**src/common/id_stage_consts.svh**
```systemverilog
`ifndef ID_STAGE_CONSTS_SVH
`define ID_STAGE_CONSTS_SVH

`define XLEN  32
`define NREGS 32

// base opcodes
`define OP_IMM    7'b0010011
`define OP_LUI    7'b0110111
`define OP_AUIPC  7'b0010111
`define OP_OP     7'b0110011
`define OP_JAL    7'b1101111
`define OP_JALR   7'b1100111
`define OP_BRANCH 7'b1100011
`define OP_LOAD   7'b0000011
`define OP_STORE  7'b0100011

// funct3 codes
`define F3_BEQ     3'b000
`define F3_BNE     3'b001
`define F3_BLT     3'b100
`define F3_BGE     3'b101
`define F3_BLTU    3'b110
`define F3_BGEU    3'b111
`define F3_SRL_SRA 3'b101

`define NOP_IR 32'h00000013 // addi x0,x0,0
`define NOP_PC 32'h00000000

`endif

```
**src/common/id_stage_pkg.sv**
```systemverilog
`include "id_stage_consts.svh"

package id_stage_pkg;

    typedef logic [`XLEN-1:0] word_t;
    typedef logic [4:0]       regaddr_t;
    typedef logic [6:0]       opcode_t;
    typedef logic [2:0]       funct3_t;
    typedef logic [4:0]       alu_mode_t; // {funct7[0], funct7[5], funct3}
    typedef logic [2:0]       ma_size_t;  // funct3 of load/store

    // where the next pc comes from
    typedef enum logic [1:0] {
        PC_NEXT     = 2'b00,
        PC_JUMP_REL = 2'b01,
        PC_JUMP_ABS = 2'b10,
        PC_BRANCH   = 2'b11
    } pc_mode_t;

    typedef enum logic [1:0] {
        OP1_ZERO = 2'b00,
        OP1_RS1  = 2'b01,
        OP1_IMMU = 2'b10
    } alu_op1_sel_t;

    typedef enum logic [2:0] {
        OP2_ZERO = 3'b000,
        OP2_RS2  = 3'b001,
        OP2_IMMI = 3'b010,
        OP2_IMMS = 3'b011,
        OP2_PC   = 3'b100
    } alu_op2_sel_t;

    typedef enum logic [1:0] {
        MA_NONE  = 2'b00,
        MA_LOAD  = 2'b01,
        MA_STORE = 2'b10
    } ma_mode_t;

    typedef enum logic [1:0] {
        WB_NONE = 2'b00,
        WB_ALU  = 2'b01,
        WB_MEM  = 2'b10,
        WB_PC4  = 2'b11
    } wb_src_t;

endpackage

```
**src/decode/instr_decoder.sv**
```systemverilog
`timescale 1ns/10ps
`include "id_stage_consts.svh"

module instr_decoder
    import id_stage_pkg::*;
    (
        input  word_t        ir_i,
        output regaddr_t     rs1_o,
        output regaddr_t     rs2_o,
        output regaddr_t     rd_o,
        output funct3_t      funct3_o,
        output word_t        imm_i_o,
        output word_t        imm_s_o,
        output word_t        imm_b_o,
        output word_t        imm_u_o,
        output word_t        imm_j_o,
        output pc_mode_t     pc_mode_o,
        output alu_op1_sel_t op1_sel_o,
        output alu_op2_sel_t op2_sel_o,
        output alu_mode_t    alu_mode_o,
        output ma_mode_t     ma_mode_o,
        output ma_size_t     ma_size_o,
        output wb_src_t      wb_src_o,
        output logic         illegal_o
    );

    localparam alu_mode_t ALU_ADD = 5'b00000;

    opcode_t     opcode;
    logic [6:0]  funct7;
    alu_mode_t   alu_mode3;
    alu_mode_t   alu_mode7;

    // field split
    assign opcode   = ir_i[6:0];
    assign rd_o     = ir_i[11:7];
    assign funct3_o = ir_i[14:12];
    assign rs1_o    = ir_i[19:15];
    assign rs2_o    = ir_i[24:20];
    assign funct7   = ir_i[31:25];

    // sign-extended immediates
    assign imm_i_o = {{20{ir_i[31]}}, ir_i[31:20]};
    assign imm_s_o = {{20{ir_i[31]}}, ir_i[31:25], ir_i[11:7]};
    assign imm_b_o = {{19{ir_i[31]}}, ir_i[31], ir_i[7], ir_i[30:25], ir_i[11:8], 1'b0};
    assign imm_u_o = {ir_i[31:12], 12'b0};
    assign imm_j_o = {{11{ir_i[31]}}, ir_i[31], ir_i[19:12], ir_i[20], ir_i[30:21], 1'b0};

    assign alu_mode7 = {funct7[0], funct7[5], funct3_o};
    assign alu_mode3 = {2'b00, funct3_o};

    always_comb begin
        // defaults describe a harmless no-op
        pc_mode_o  = PC_NEXT;
        op1_sel_o  = OP1_ZERO;
        op2_sel_o  = OP2_ZERO;
        alu_mode_o = ALU_ADD;
        ma_mode_o  = MA_NONE;
        ma_size_o  = 3'b000;
        wb_src_o   = WB_NONE;
        illegal_o  = 1'b0;

        casez ({funct7, funct3_o, opcode})
            {7'b0?00000, `F3_SRL_SRA, `OP_IMM}: begin // srli / srai need funct7
                op1_sel_o  = OP1_RS1;
                op2_sel_o  = OP2_IMMI;
                alu_mode_o = alu_mode7;
                wb_src_o   = WB_ALU;
            end
            {7'b???????, 3'b???, `OP_IMM}: begin
                op1_sel_o  = OP1_RS1;
                op2_sel_o  = OP2_IMMI;
                alu_mode_o = alu_mode3;
                wb_src_o   = WB_ALU;
            end
            {7'b???????, 3'b???, `OP_LUI}: begin
                op1_sel_o = OP1_IMMU; // imm_u + 0
                wb_src_o  = WB_ALU;
            end
            {7'b???????, 3'b???, `OP_AUIPC}: begin
                op1_sel_o = OP1_IMMU;
                op2_sel_o = OP2_PC;
                wb_src_o  = WB_ALU;
            end
            {7'b???????, 3'b???, `OP_OP}: begin
                op1_sel_o  = OP1_RS1;
                op2_sel_o  = OP2_RS2;
                alu_mode_o = alu_mode7;
                wb_src_o   = WB_ALU;
            end
            {7'b???????, 3'b???, `OP_JAL}: begin
                pc_mode_o = PC_JUMP_REL;
                wb_src_o  = WB_PC4;
            end
            {7'b???????, 3'b???, `OP_JALR}: begin
                pc_mode_o = PC_JUMP_ABS;
                wb_src_o  = WB_PC4;
            end
            {7'b???????, `F3_BEQ,  `OP_BRANCH},
            {7'b???????, `F3_BNE,  `OP_BRANCH},
            {7'b???????, `F3_BLT,  `OP_BRANCH},
            {7'b???????, `F3_BGE,  `OP_BRANCH},
            {7'b???????, `F3_BLTU, `OP_BRANCH},
            {7'b???????, `F3_BGEU, `OP_BRANCH}: begin
                pc_mode_o = PC_BRANCH;
            end
            {7'b???????, 3'b???, `OP_LOAD}: begin
                op1_sel_o = OP1_RS1;
                op2_sel_o = OP2_IMMI;
                ma_mode_o = MA_LOAD;
                ma_size_o = ma_size_t'(funct3_o);
                wb_src_o  = WB_MEM;
            end
            {7'b???????, 3'b???, `OP_STORE}: begin
                op1_sel_o = OP1_RS1;
                op2_sel_o = OP2_IMMS;
                ma_mode_o = MA_STORE;
                ma_size_o = ma_size_t'(funct3_o);
            end
            default: illegal_o = 1'b1; // raises halt downstream
        endcase
    end

endmodule

```
**src/verilog/regfile.sv**
```systemverilog
`timescale 1ns/10ps
`include "id_stage_consts.svh"

module regfile
    import id_stage_pkg::*;
    (
        input  logic     clk_i,
        input  regaddr_t rd1_addr_i,
        input  regaddr_t rd2_addr_i,
        output word_t    rd1_data_o,
        output word_t    rd2_data_o,
        input  regaddr_t wr_addr_i,
        input  word_t    wr_data_i,
        input  logic     wr_en_i
    );

    word_t mem [`NREGS];

    // x0 is never written
    always_ff @(posedge clk_i) begin
        if (wr_en_i && wr_addr_i != 5'd0) begin
            mem[wr_addr_i] <= wr_data_i;
        end
    end

    // asynchronous reads, x0 hardwired to zero
    assign rd1_data_o = (rd1_addr_i == 5'd0) ? '0 : mem[rd1_addr_i];
    assign rd2_data_o = (rd2_addr_i == 5'd0) ? '0 : mem[rd2_addr_i];

endmodule

```
**src/verilog/operand_unit.sv**
```systemverilog
`timescale 1ns/10ps

module operand_unit
    import id_stage_pkg::*;
    (
        input  logic         clk_i,
        input  word_t        pc_i,
        input  logic         valid_i,
        input  logic         reset_i,
        input  regaddr_t     rs1_i,
        input  regaddr_t     rs2_i,
        input  funct3_t      funct3_i,
        input  word_t        imm_i_i,
        input  word_t        imm_s_i,
        input  word_t        imm_b_i,
        input  word_t        imm_u_i,
        input  word_t        imm_j_i,
        input  pc_mode_t     pc_mode_i,
        input  alu_op1_sel_t op1_sel_i,
        input  alu_op2_sel_t op2_sel_i,
        input  regaddr_t     wb_addr_i,
        input  word_t        wb_data_i,
        input  logic         wb_valid_i,
        output word_t        alu_op1_o,
        output word_t        alu_op2_o,
        output word_t        rs2_val_o,
        output word_t        jmp_addr_o,
        output logic         jmp_valid_o
    );

    word_t rd1_data;
    word_t rd2_data;
    word_t rs1_val;
    logic  taken;

    regfile u_regfile (
        .clk_i      (clk_i),
        .rd1_addr_i (rs1_i),
        .rd2_addr_i (rs2_i),
        .rd1_data_o (rd1_data),
        .rd2_data_o (rd2_data),
        .wr_addr_i  (wb_addr_i),
        .wr_data_i  (wb_data_i),
        .wr_en_i    (wb_valid_i)
    );

    // same-cycle write-back wins over the stored value
    assign rs1_val   = (wb_valid_i && rs1_i != 5'd0 && wb_addr_i == rs1_i) ? wb_data_i : rd1_data;
    assign rs2_val_o = (wb_valid_i && rs2_i != 5'd0 && wb_addr_i == rs2_i) ? wb_data_i : rd2_data;

    always_comb begin
        case (op1_sel_i)
            OP1_RS1:  alu_op1_o = rs1_val;
            OP1_IMMU: alu_op1_o = imm_u_i;
            default:  alu_op1_o = '0;
        endcase

        case (op2_sel_i)
            OP2_RS2:  alu_op2_o = rs2_val_o;
            OP2_IMMI: alu_op2_o = imm_i_i;
            OP2_IMMS: alu_op2_o = imm_s_i;
            OP2_PC:   alu_op2_o = pc_i;
            default:  alu_op2_o = '0;
        endcase
    end

    // funct3[2:1] picks the compare, funct3[0] negates it
    always_comb begin
        case (funct3_i[2:1])
            2'b00:   taken = (rs1_val == rs2_val_o);
            2'b10:   taken = ($signed(rs1_val) < $signed(rs2_val_o));
            2'b11:   taken = (rs1_val < rs2_val_o);
            default: taken = 1'b0;
        endcase
        taken = taken ^ funct3_i[0];
    end

    always_comb begin
        jmp_valid_o = 1'b0;
        jmp_addr_o  = '0;
        case (pc_mode_i)
            PC_JUMP_REL: begin
                jmp_valid_o = 1'b1;
                jmp_addr_o  = pc_i + imm_j_i;
            end
            PC_JUMP_ABS: begin
                jmp_valid_o = 1'b1;
                jmp_addr_o  = rs1_val + imm_i_i;
            end
            PC_BRANCH: begin
                jmp_valid_o = taken;
                jmp_addr_o  = pc_i + imm_b_i;
            end
            default: ;
        endcase
        if (reset_i || !valid_i) begin
            jmp_valid_o = 1'b0; // no redirect without an instruction
        end
    end

endmodule

```
**src/verilog/id_output_reg.sv**
```systemverilog
`timescale 1ns/10ps
`include "id_stage_consts.svh"

module id_output_reg
    import id_stage_pkg::*;
    (
        input  logic      clk_i,
        input  logic      reset_i,
        input  logic      valid_i,
        input  logic      stall_i,
        input  word_t     pc_i,
        input  word_t     ir_i,
        input  regaddr_t  rd_i,
        input  logic      illegal_i,
        input  word_t     alu_op1_i,
        input  word_t     alu_op2_i,
        input  word_t     rs2_val_i,
        input  alu_mode_t alu_mode_i,
        input  ma_mode_t  ma_mode_i,
        input  ma_size_t  ma_size_i,
        input  wb_src_t   wb_src_i,
        output word_t     pc_o,
        output word_t     ir_o,
        output word_t     alu_op1_o,
        output word_t     alu_op2_o,
        output alu_mode_t alu_mode_o,
        output ma_mode_t  ma_mode_o,
        output ma_size_t  ma_size_o,
        output word_t     ma_data_o,
        output wb_src_t   wb_src_o,
        output word_t     wb_pc4_o,
        output logic      wb_valid_o,
        output logic      halt_o
    );

    always_ff @(posedge clk_i) begin
        if (reset_i || (!stall_i && !valid_i)) begin
            // bubble, addi x0,x0,0 with no side effects
            pc_o       <= `NOP_PC;
            ir_o       <= `NOP_IR;
            alu_op1_o  <= '0;
            alu_op2_o  <= '0;
            alu_mode_o <= '0;
            ma_mode_o  <= MA_NONE;
            ma_size_o  <= '0;
            ma_data_o  <= '0;
            wb_src_o   <= WB_NONE;
            wb_pc4_o   <= '0;
            wb_valid_o <= 1'b0;
            halt_o     <= 1'b0;
        end else if (!stall_i) begin
            pc_o       <= pc_i;
            ir_o       <= ir_i;
            alu_op1_o  <= alu_op1_i;
            alu_op2_o  <= alu_op2_i;
            alu_mode_o <= alu_mode_i;
            ma_mode_o  <= ma_mode_i;
            ma_size_o  <= ma_size_i;
            ma_data_o  <= rs2_val_i; // store data
            wb_src_o   <= wb_src_i;
            wb_pc4_o   <= pc_i + 32'd4; // link value for jal/jalr
            wb_valid_o <= (wb_src_i != WB_NONE) && (rd_i != 5'd0);
            halt_o     <= illegal_i;
        end
        // stall holds everything
    end

endmodule

```
**src/verilog/id_stage.sv**
```systemverilog
`timescale 1ns/10ps

module id_stage
    import id_stage_pkg::*;
    (
        input  logic      clk_i,
        input  logic      reset_i,
        input  word_t     pc_i,
        input  word_t     ir_i,
        input  logic      valid_i,
        input  regaddr_t  wb_addr_i,
        input  word_t     wb_data_i,
        input  logic      wb_valid_i,
        input  logic      stall_i,
        output logic      ready_o,
        output word_t     jmp_addr_o,
        output logic      jmp_valid_o,
        output word_t     pc_o,
        output word_t     ir_o,
        output word_t     alu_op1_o,
        output word_t     alu_op2_o,
        output alu_mode_t alu_mode_o,
        output ma_mode_t  ma_mode_o,
        output ma_size_t  ma_size_o,
        output word_t     ma_data_o,
        output wb_src_t   wb_src_o,
        output word_t     wb_pc4_o,
        output logic      wb_valid_o,
        output logic      halt_o
    );

    regaddr_t     rs1, rs2, rd;
    funct3_t      funct3;
    word_t        imm_i, imm_s, imm_b, imm_u, imm_j;
    pc_mode_t     pc_mode;
    alu_op1_sel_t op1_sel;
    alu_op2_sel_t op2_sel;
    alu_mode_t    alu_mode;
    ma_mode_t     ma_mode;
    ma_size_t     ma_size;
    wb_src_t      wb_src;
    logic         illegal;
    word_t        alu_op1, alu_op2, rs2_val;

    assign ready_o = !stall_i; // no internal hazards left

    instr_decoder u_decoder (
        .ir_i       (ir_i),
        .rs1_o      (rs1),
        .rs2_o      (rs2),
        .rd_o       (rd),
        .funct3_o   (funct3),
        .imm_i_o    (imm_i),
        .imm_s_o    (imm_s),
        .imm_b_o    (imm_b),
        .imm_u_o    (imm_u),
        .imm_j_o    (imm_j),
        .pc_mode_o  (pc_mode),
        .op1_sel_o  (op1_sel),
        .op2_sel_o  (op2_sel),
        .alu_mode_o (alu_mode),
        .ma_mode_o  (ma_mode),
        .ma_size_o  (ma_size),
        .wb_src_o   (wb_src),
        .illegal_o  (illegal)
    );

    operand_unit u_operands (
        .clk_i       (clk_i),
        .pc_i        (pc_i),
        .valid_i     (valid_i),
        .reset_i     (reset_i),
        .rs1_i       (rs1),
        .rs2_i       (rs2),
        .funct3_i    (funct3),
        .imm_i_i     (imm_i),
        .imm_s_i     (imm_s),
        .imm_b_i     (imm_b),
        .imm_u_i     (imm_u),
        .imm_j_i     (imm_j),
        .pc_mode_i   (pc_mode),
        .op1_sel_i   (op1_sel),
        .op2_sel_i   (op2_sel),
        .wb_addr_i   (wb_addr_i),
        .wb_data_i   (wb_data_i),
        .wb_valid_i  (wb_valid_i),
        .alu_op1_o   (alu_op1),
        .alu_op2_o   (alu_op2),
        .rs2_val_o   (rs2_val),
        .jmp_addr_o  (jmp_addr_o),
        .jmp_valid_o (jmp_valid_o)
    );

    id_output_reg u_out_reg (
        .clk_i      (clk_i),
        .reset_i    (reset_i),
        .valid_i    (valid_i),
        .stall_i    (stall_i),
        .pc_i       (pc_i),
        .ir_i       (ir_i),
        .rd_i       (rd),
        .illegal_i  (illegal),
        .alu_op1_i  (alu_op1),
        .alu_op2_i  (alu_op2),
        .rs2_val_i  (rs2_val),
        .alu_mode_i (alu_mode),
        .ma_mode_i  (ma_mode),
        .ma_size_i  (ma_size),
        .wb_src_i   (wb_src),
        .pc_o       (pc_o),
        .ir_o       (ir_o),
        .alu_op1_o  (alu_op1_o),
        .alu_op2_o  (alu_op2_o),
        .alu_mode_o (alu_mode_o),
        .ma_mode_o  (ma_mode_o),
        .ma_size_o  (ma_size_o),
        .ma_data_o  (ma_data_o),
        .wb_src_o   (wb_src_o),
        .wb_pc4_o   (wb_pc4_o),
        .wb_valid_o (wb_valid_o),
        .halt_o     (halt_o)
    );

endmodule

```
**config.mk**
```make
export PLATFORM = sky130hd
export DESIGN_NAME = id_stage
export DESIGN_NICKNAME = d
export VERILOG_FILES = /design/src/common/id_stage_pkg.sv /design/src/decode/instr_decoder.sv /design/src/verilog/regfile.sv /design/src/verilog/operand_unit.sv /design/src/verilog/id_output_reg.sv /design/src/verilog/id_stage.sv
export VERILOG_INCLUDE_DIRS = /design/src /design/src/common
export SDC_FILE = /design/constraint.sdc
export NUM_CORES = 2
export LEC_CHECK = 0
export BUFFER_PORTS_ARGS = -buffer_cell sky130_fd_sc_hd__buf_2
export CORE_ASPECT_RATIO = 1.4
export CORE_MARGIN = 4
export CORE_UTILIZATION = 35
export DETAILED_ROUTE_END_ITERATION = 10
export GPL_ROUTABILITY_DRIVEN = 0
export PLACE_DENSITY = 0.56
export SYNTH_ARGS = -nofsm -noshare
export SYNTH_HDL_FRONTEND = slang
export SYNTH_SLANG_ARGS = --single-unit
```
**constraint.sdc**
```tcl
create_clock -name clk_i -period 13.11 [get_ports clk_i]
set_clock_uncertainty 0.2 [all_clocks]
set_input_delay 0.6555 -clock clk_i [delete_from_list [all_inputs] [get_ports clk_i]]
set_output_delay 0.6555 -clock clk_i [all_outputs]
set_load 0.01 [all_outputs]
```
==> results.yml <==
routing:
  dr.max_layer_used: "met5"
  wl_met3_um: 15800
  first_pass_iters: 7
  routed_wl_um: 202000
  ant_nets: 0
  drc: 0
  drtIter0Drc: 3827
  viasPerCell: 5.99
  met1Wirelength_um: 73700
  vias: 37909
  route.met2.wl_um: 102000
  wl_per_cell_um: 31.9
grt:
  grt_max_degree: 173
  grt_overflow_total: 0
  grt_pass1_vias: 38346
  grt.total_usage_pct: 22.2
  grt_pass1_wl_um: 284000
  antenna_found_initial: 20
sta:
  rsz0062_at_grt: "no"
  setup-tns-final_ns: 0
  min_period_over_period_pct: 58.8
  slew_violations: 0
  slew_headroom_pct: 18.6
  tightest_slew_ns: 1.21
  max_freq_ghz: 0.130
  period_needed_ns: 7.70
  hold_viol_final: 0
  final-setup-viol-count: 0
clock_network:
  tritoncts: "done"
  cts_resized: 0
  htreeDepth: 3
  cts_made_buffers: 113
  clock_latency_ns: 0.76
  clockBufferDepth: 3
  cts_setup_buffers: 0
  clock-sinks: 1228
  clock-root-buffer: "clkbuf_16"
  path_clk_slew_ns: 0.06
logic_synthesis:
  synth_ff_type: "edfxtp_1"
  synth_edf_count: 1024
  synth_area_leaders: "edfxtp_1 (51%), mux4_2 (24%), dfxtp_1 (6.8%)"
  ys_seq_area_share_pct: 57.9
  synth_common_cells: "edfxtp_1 (1024), mux4_2 (640), nor2_1 (324), dfxtp_1 (204), nand2_1 (155)"
  synth_area_per_cell_um2: 16.5
  netlist_instances: 3653
  yosys.area.top_type: "edfxtp_1"
  syn_area_mm2: 0.0601
  synth.distinct_cells: 65
  synth_seq_cells: 1228
  synth-warning-count: 0
  netlist.area_leader.share_pct: 51.1
  yosysMostFrequentCell: "edfxtp_1"
  async_flop_share_pct: 0
critical_path:
  arrival_ns: 6.85
  worst_r2r_path_depth: 7
  required_ns: 12.25
  crit_start: "ir_i[23]"
  path_class: "in2out"
  cp_max_fo: 33
  start_kind: "input port"
  r2r_end: "u_out_reg.alu_op2_o[25]"
  end_kind: "output port"
  rrSetupSlack_ns: 9.82
  r2r_start: "u_operands.u_regfile.mem[31][25]"
floorplan:
  die_area_mm2: 0.179
  start_util_pct: 35.3
  row_count: 179
  chipHeight_um: 498
  io_pins: 346
  die_w_um: 358
  core_area_mm2: 0.170
placed_design:
  dp.cells: 6112
  dp.final_hpwl_um: 125000
  place.port_buffers: 345
worst_hold_path:
  min_path_cells: 3
  hp-start: "ir_i[1]"
  min_to: "u_out_reg.ir_o[1]"
  hold_path.class: "in2reg"
layout:
  fillerInstances: 15444
  areaGrowthSynthToFinish_pct: 13.9
  multi_input_area_mm2: 0.0243
  register_area_mm2: 0.0348
  final_util_pct: 40.2
  fin_nets: 4175
  drive_gt1_share_pct: 31.7
  instances_no_fill: 6333
pwr:
  p_leak_nw: 23.2
  ir_drop_mv: 0.101
  powerDensity_mw_per_mm2: 129
status:
  outcome: "completed"
run:
  max_cap_viol_count: 0
## placed cells by master, fill, tap and decap left out, types with 8 or more instances in the layout
master	n
conb_1	32
mux2i_1	127
a21oi_1	146
a21o_1	31
edfxtp_1	1024
a22oi_1	51
or3_1	13
clkinv_1	19
xnor2_1	29
and3_1	15
dfxtp_1	204
inv_1	57
mux4_2	640
nand2_1	155
o21a_1	17
buf_2	336
buf_4	84
a211oi_1	46
a222oi_1	26
bufinv_16	11
xor2_1	43
ha_1	100
nand3_1	33
nand4_1	17
a221o_1	22
o21ai_0	60
clkbuf_1	27
clkinv_2	18
diode_2	8
nor3_1	18
clkbuf_16	114
nor2_4	34
o21ai_1	30
nor2_1	289
nand2b_1	14
nor2b_1	17
a211o_1	9
## flip-flops by register name (all words and copies together) (netlist names)
register	count
u_operands.u_regfile.mem	1024
u_out_reg.alu_mode_o	5
u_out_reg.alu_op1_o	32
u_out_reg.alu_op2_o	32
u_out_reg.halt_o	1
u_out_reg.ir_o	32
u_out_reg.ma_data_o	32
u_out_reg.ma_mode_o	2
u_out_reg.ma_size_o	3
u_out_reg.pc_o	30
u_out_reg.wb_pc4_o	32
u_out_reg.wb_src_o	2
u_out_reg.wb_valid_o	1
## logic make-up (layout without fill, tap and decap cells)
| logic type | Yosys count | count (layout) | share of synthesized area [%] |
|---|---|---|---|
| AOI/OAI and AO/OA | 516 | 516 | 5.76 |
| xor gates and xnor gates | 72 | 72 | 1.05 |
| adders and majority gates | 102 | 102 | 2.15 |
| buffers and inverters | 326 | 705 | 2.37 |
| DFF | 1228 | 1228 | 57.9 |
| muxes | 771 | 771 | 26.2 |
| other | 1 | 40 | 0.00624 |
| and+or+nand+nor | 637 | 637 | 4.58 |
## worst max-delay path: stages
cell,delay (ns)
buf_4,0.49
buf_4,0.68
xor2_1,0.19
nor3_1,0.06
nand3_1,0.13
nor2_4,0.03
buf_4,0.34
a21o_1,0.25
buf_4,0.35
o21ai_0,1.01
inv_1,0.17
ha_1,0.34
nand4_1,0.16
nor2_1,0.40
o21ai_0,0.38
nand2_1,0.17
o41ai_1,0.12
a31oi_1,0.34
mux2i_1,0.22
a21o_1,0.14
buf_2,0.16
## through the flow
| step | cell area (µm²) | total power [mW] | worst slack [ns] | hold WS, ns |
|---|---|---|---|---|
| 2_1_floorplan | 60200 | 5.12 | 7.14 | 0.286 |
| 3_3_place_gp | 64700 | 5.54 | 5.43 | 0.244 |
| 3_5_place_dp | 64700 | 5.55 | 5.41 | 0.250 |
| 4_1_cts | 68400 | 8.89 | 5.38 | 0.000572 |
| 5_1_grt | 68400 | 9.13 | 5.15 | 0.0454 |
| 6_report | 68500 | 8.84 | 5.41 | 0.0368 |
## repair_timing
| item | 4_1_cts | 5_1_grt |
|---|---|---|
| hold endpoints to repair | 2 | 0 |
| hold buffers | 2 | 0 |
| endpoints found under the setup margin | 0 | 0 |
## metal layers
layer  vias up  GRT usage [%]
met5         -              0
met4         8           10.7
met3       418           3.94
met2      1793           38.4
met1     20067           26.5
li1      15623              -
## how the worst max path moves through the flow
stage,depth (start not counted),end
final,21,jmp_valid_o
after global routing,18,jmp_addr_o[18]
after CTS,19,jmp_addr_o[29]
after detailed placement,19,jmp_addr_o[29]
after global placement,21,jmp_valid_o
after floorplan,18,jmp_addr_o[29]
## area by class of cell
cell class                      count  share of cell area [%]
Sequential cell                  1228                    50.9
Multi-Input combinational cell   2130                    35.5
Clock buffer                      148                    4.42
Tap cell                         2262                    4.13
Timing Repair Buffer              434                    3.71
Clock inverter                     63                    1.00
Inverter                           60                   0.336
Antenna cell                        8                  0.0292
## report_power, final
part / total [mW] / switching, mW / internal, mW
Sequential: 4.32 / 0.0291 / 4.29
Combinational: 1.15 / 0.684 / 0.465
Clock: 3.37 / 1.52 / 1.85
Note: power is estimated with default switching activity, not from simulation.
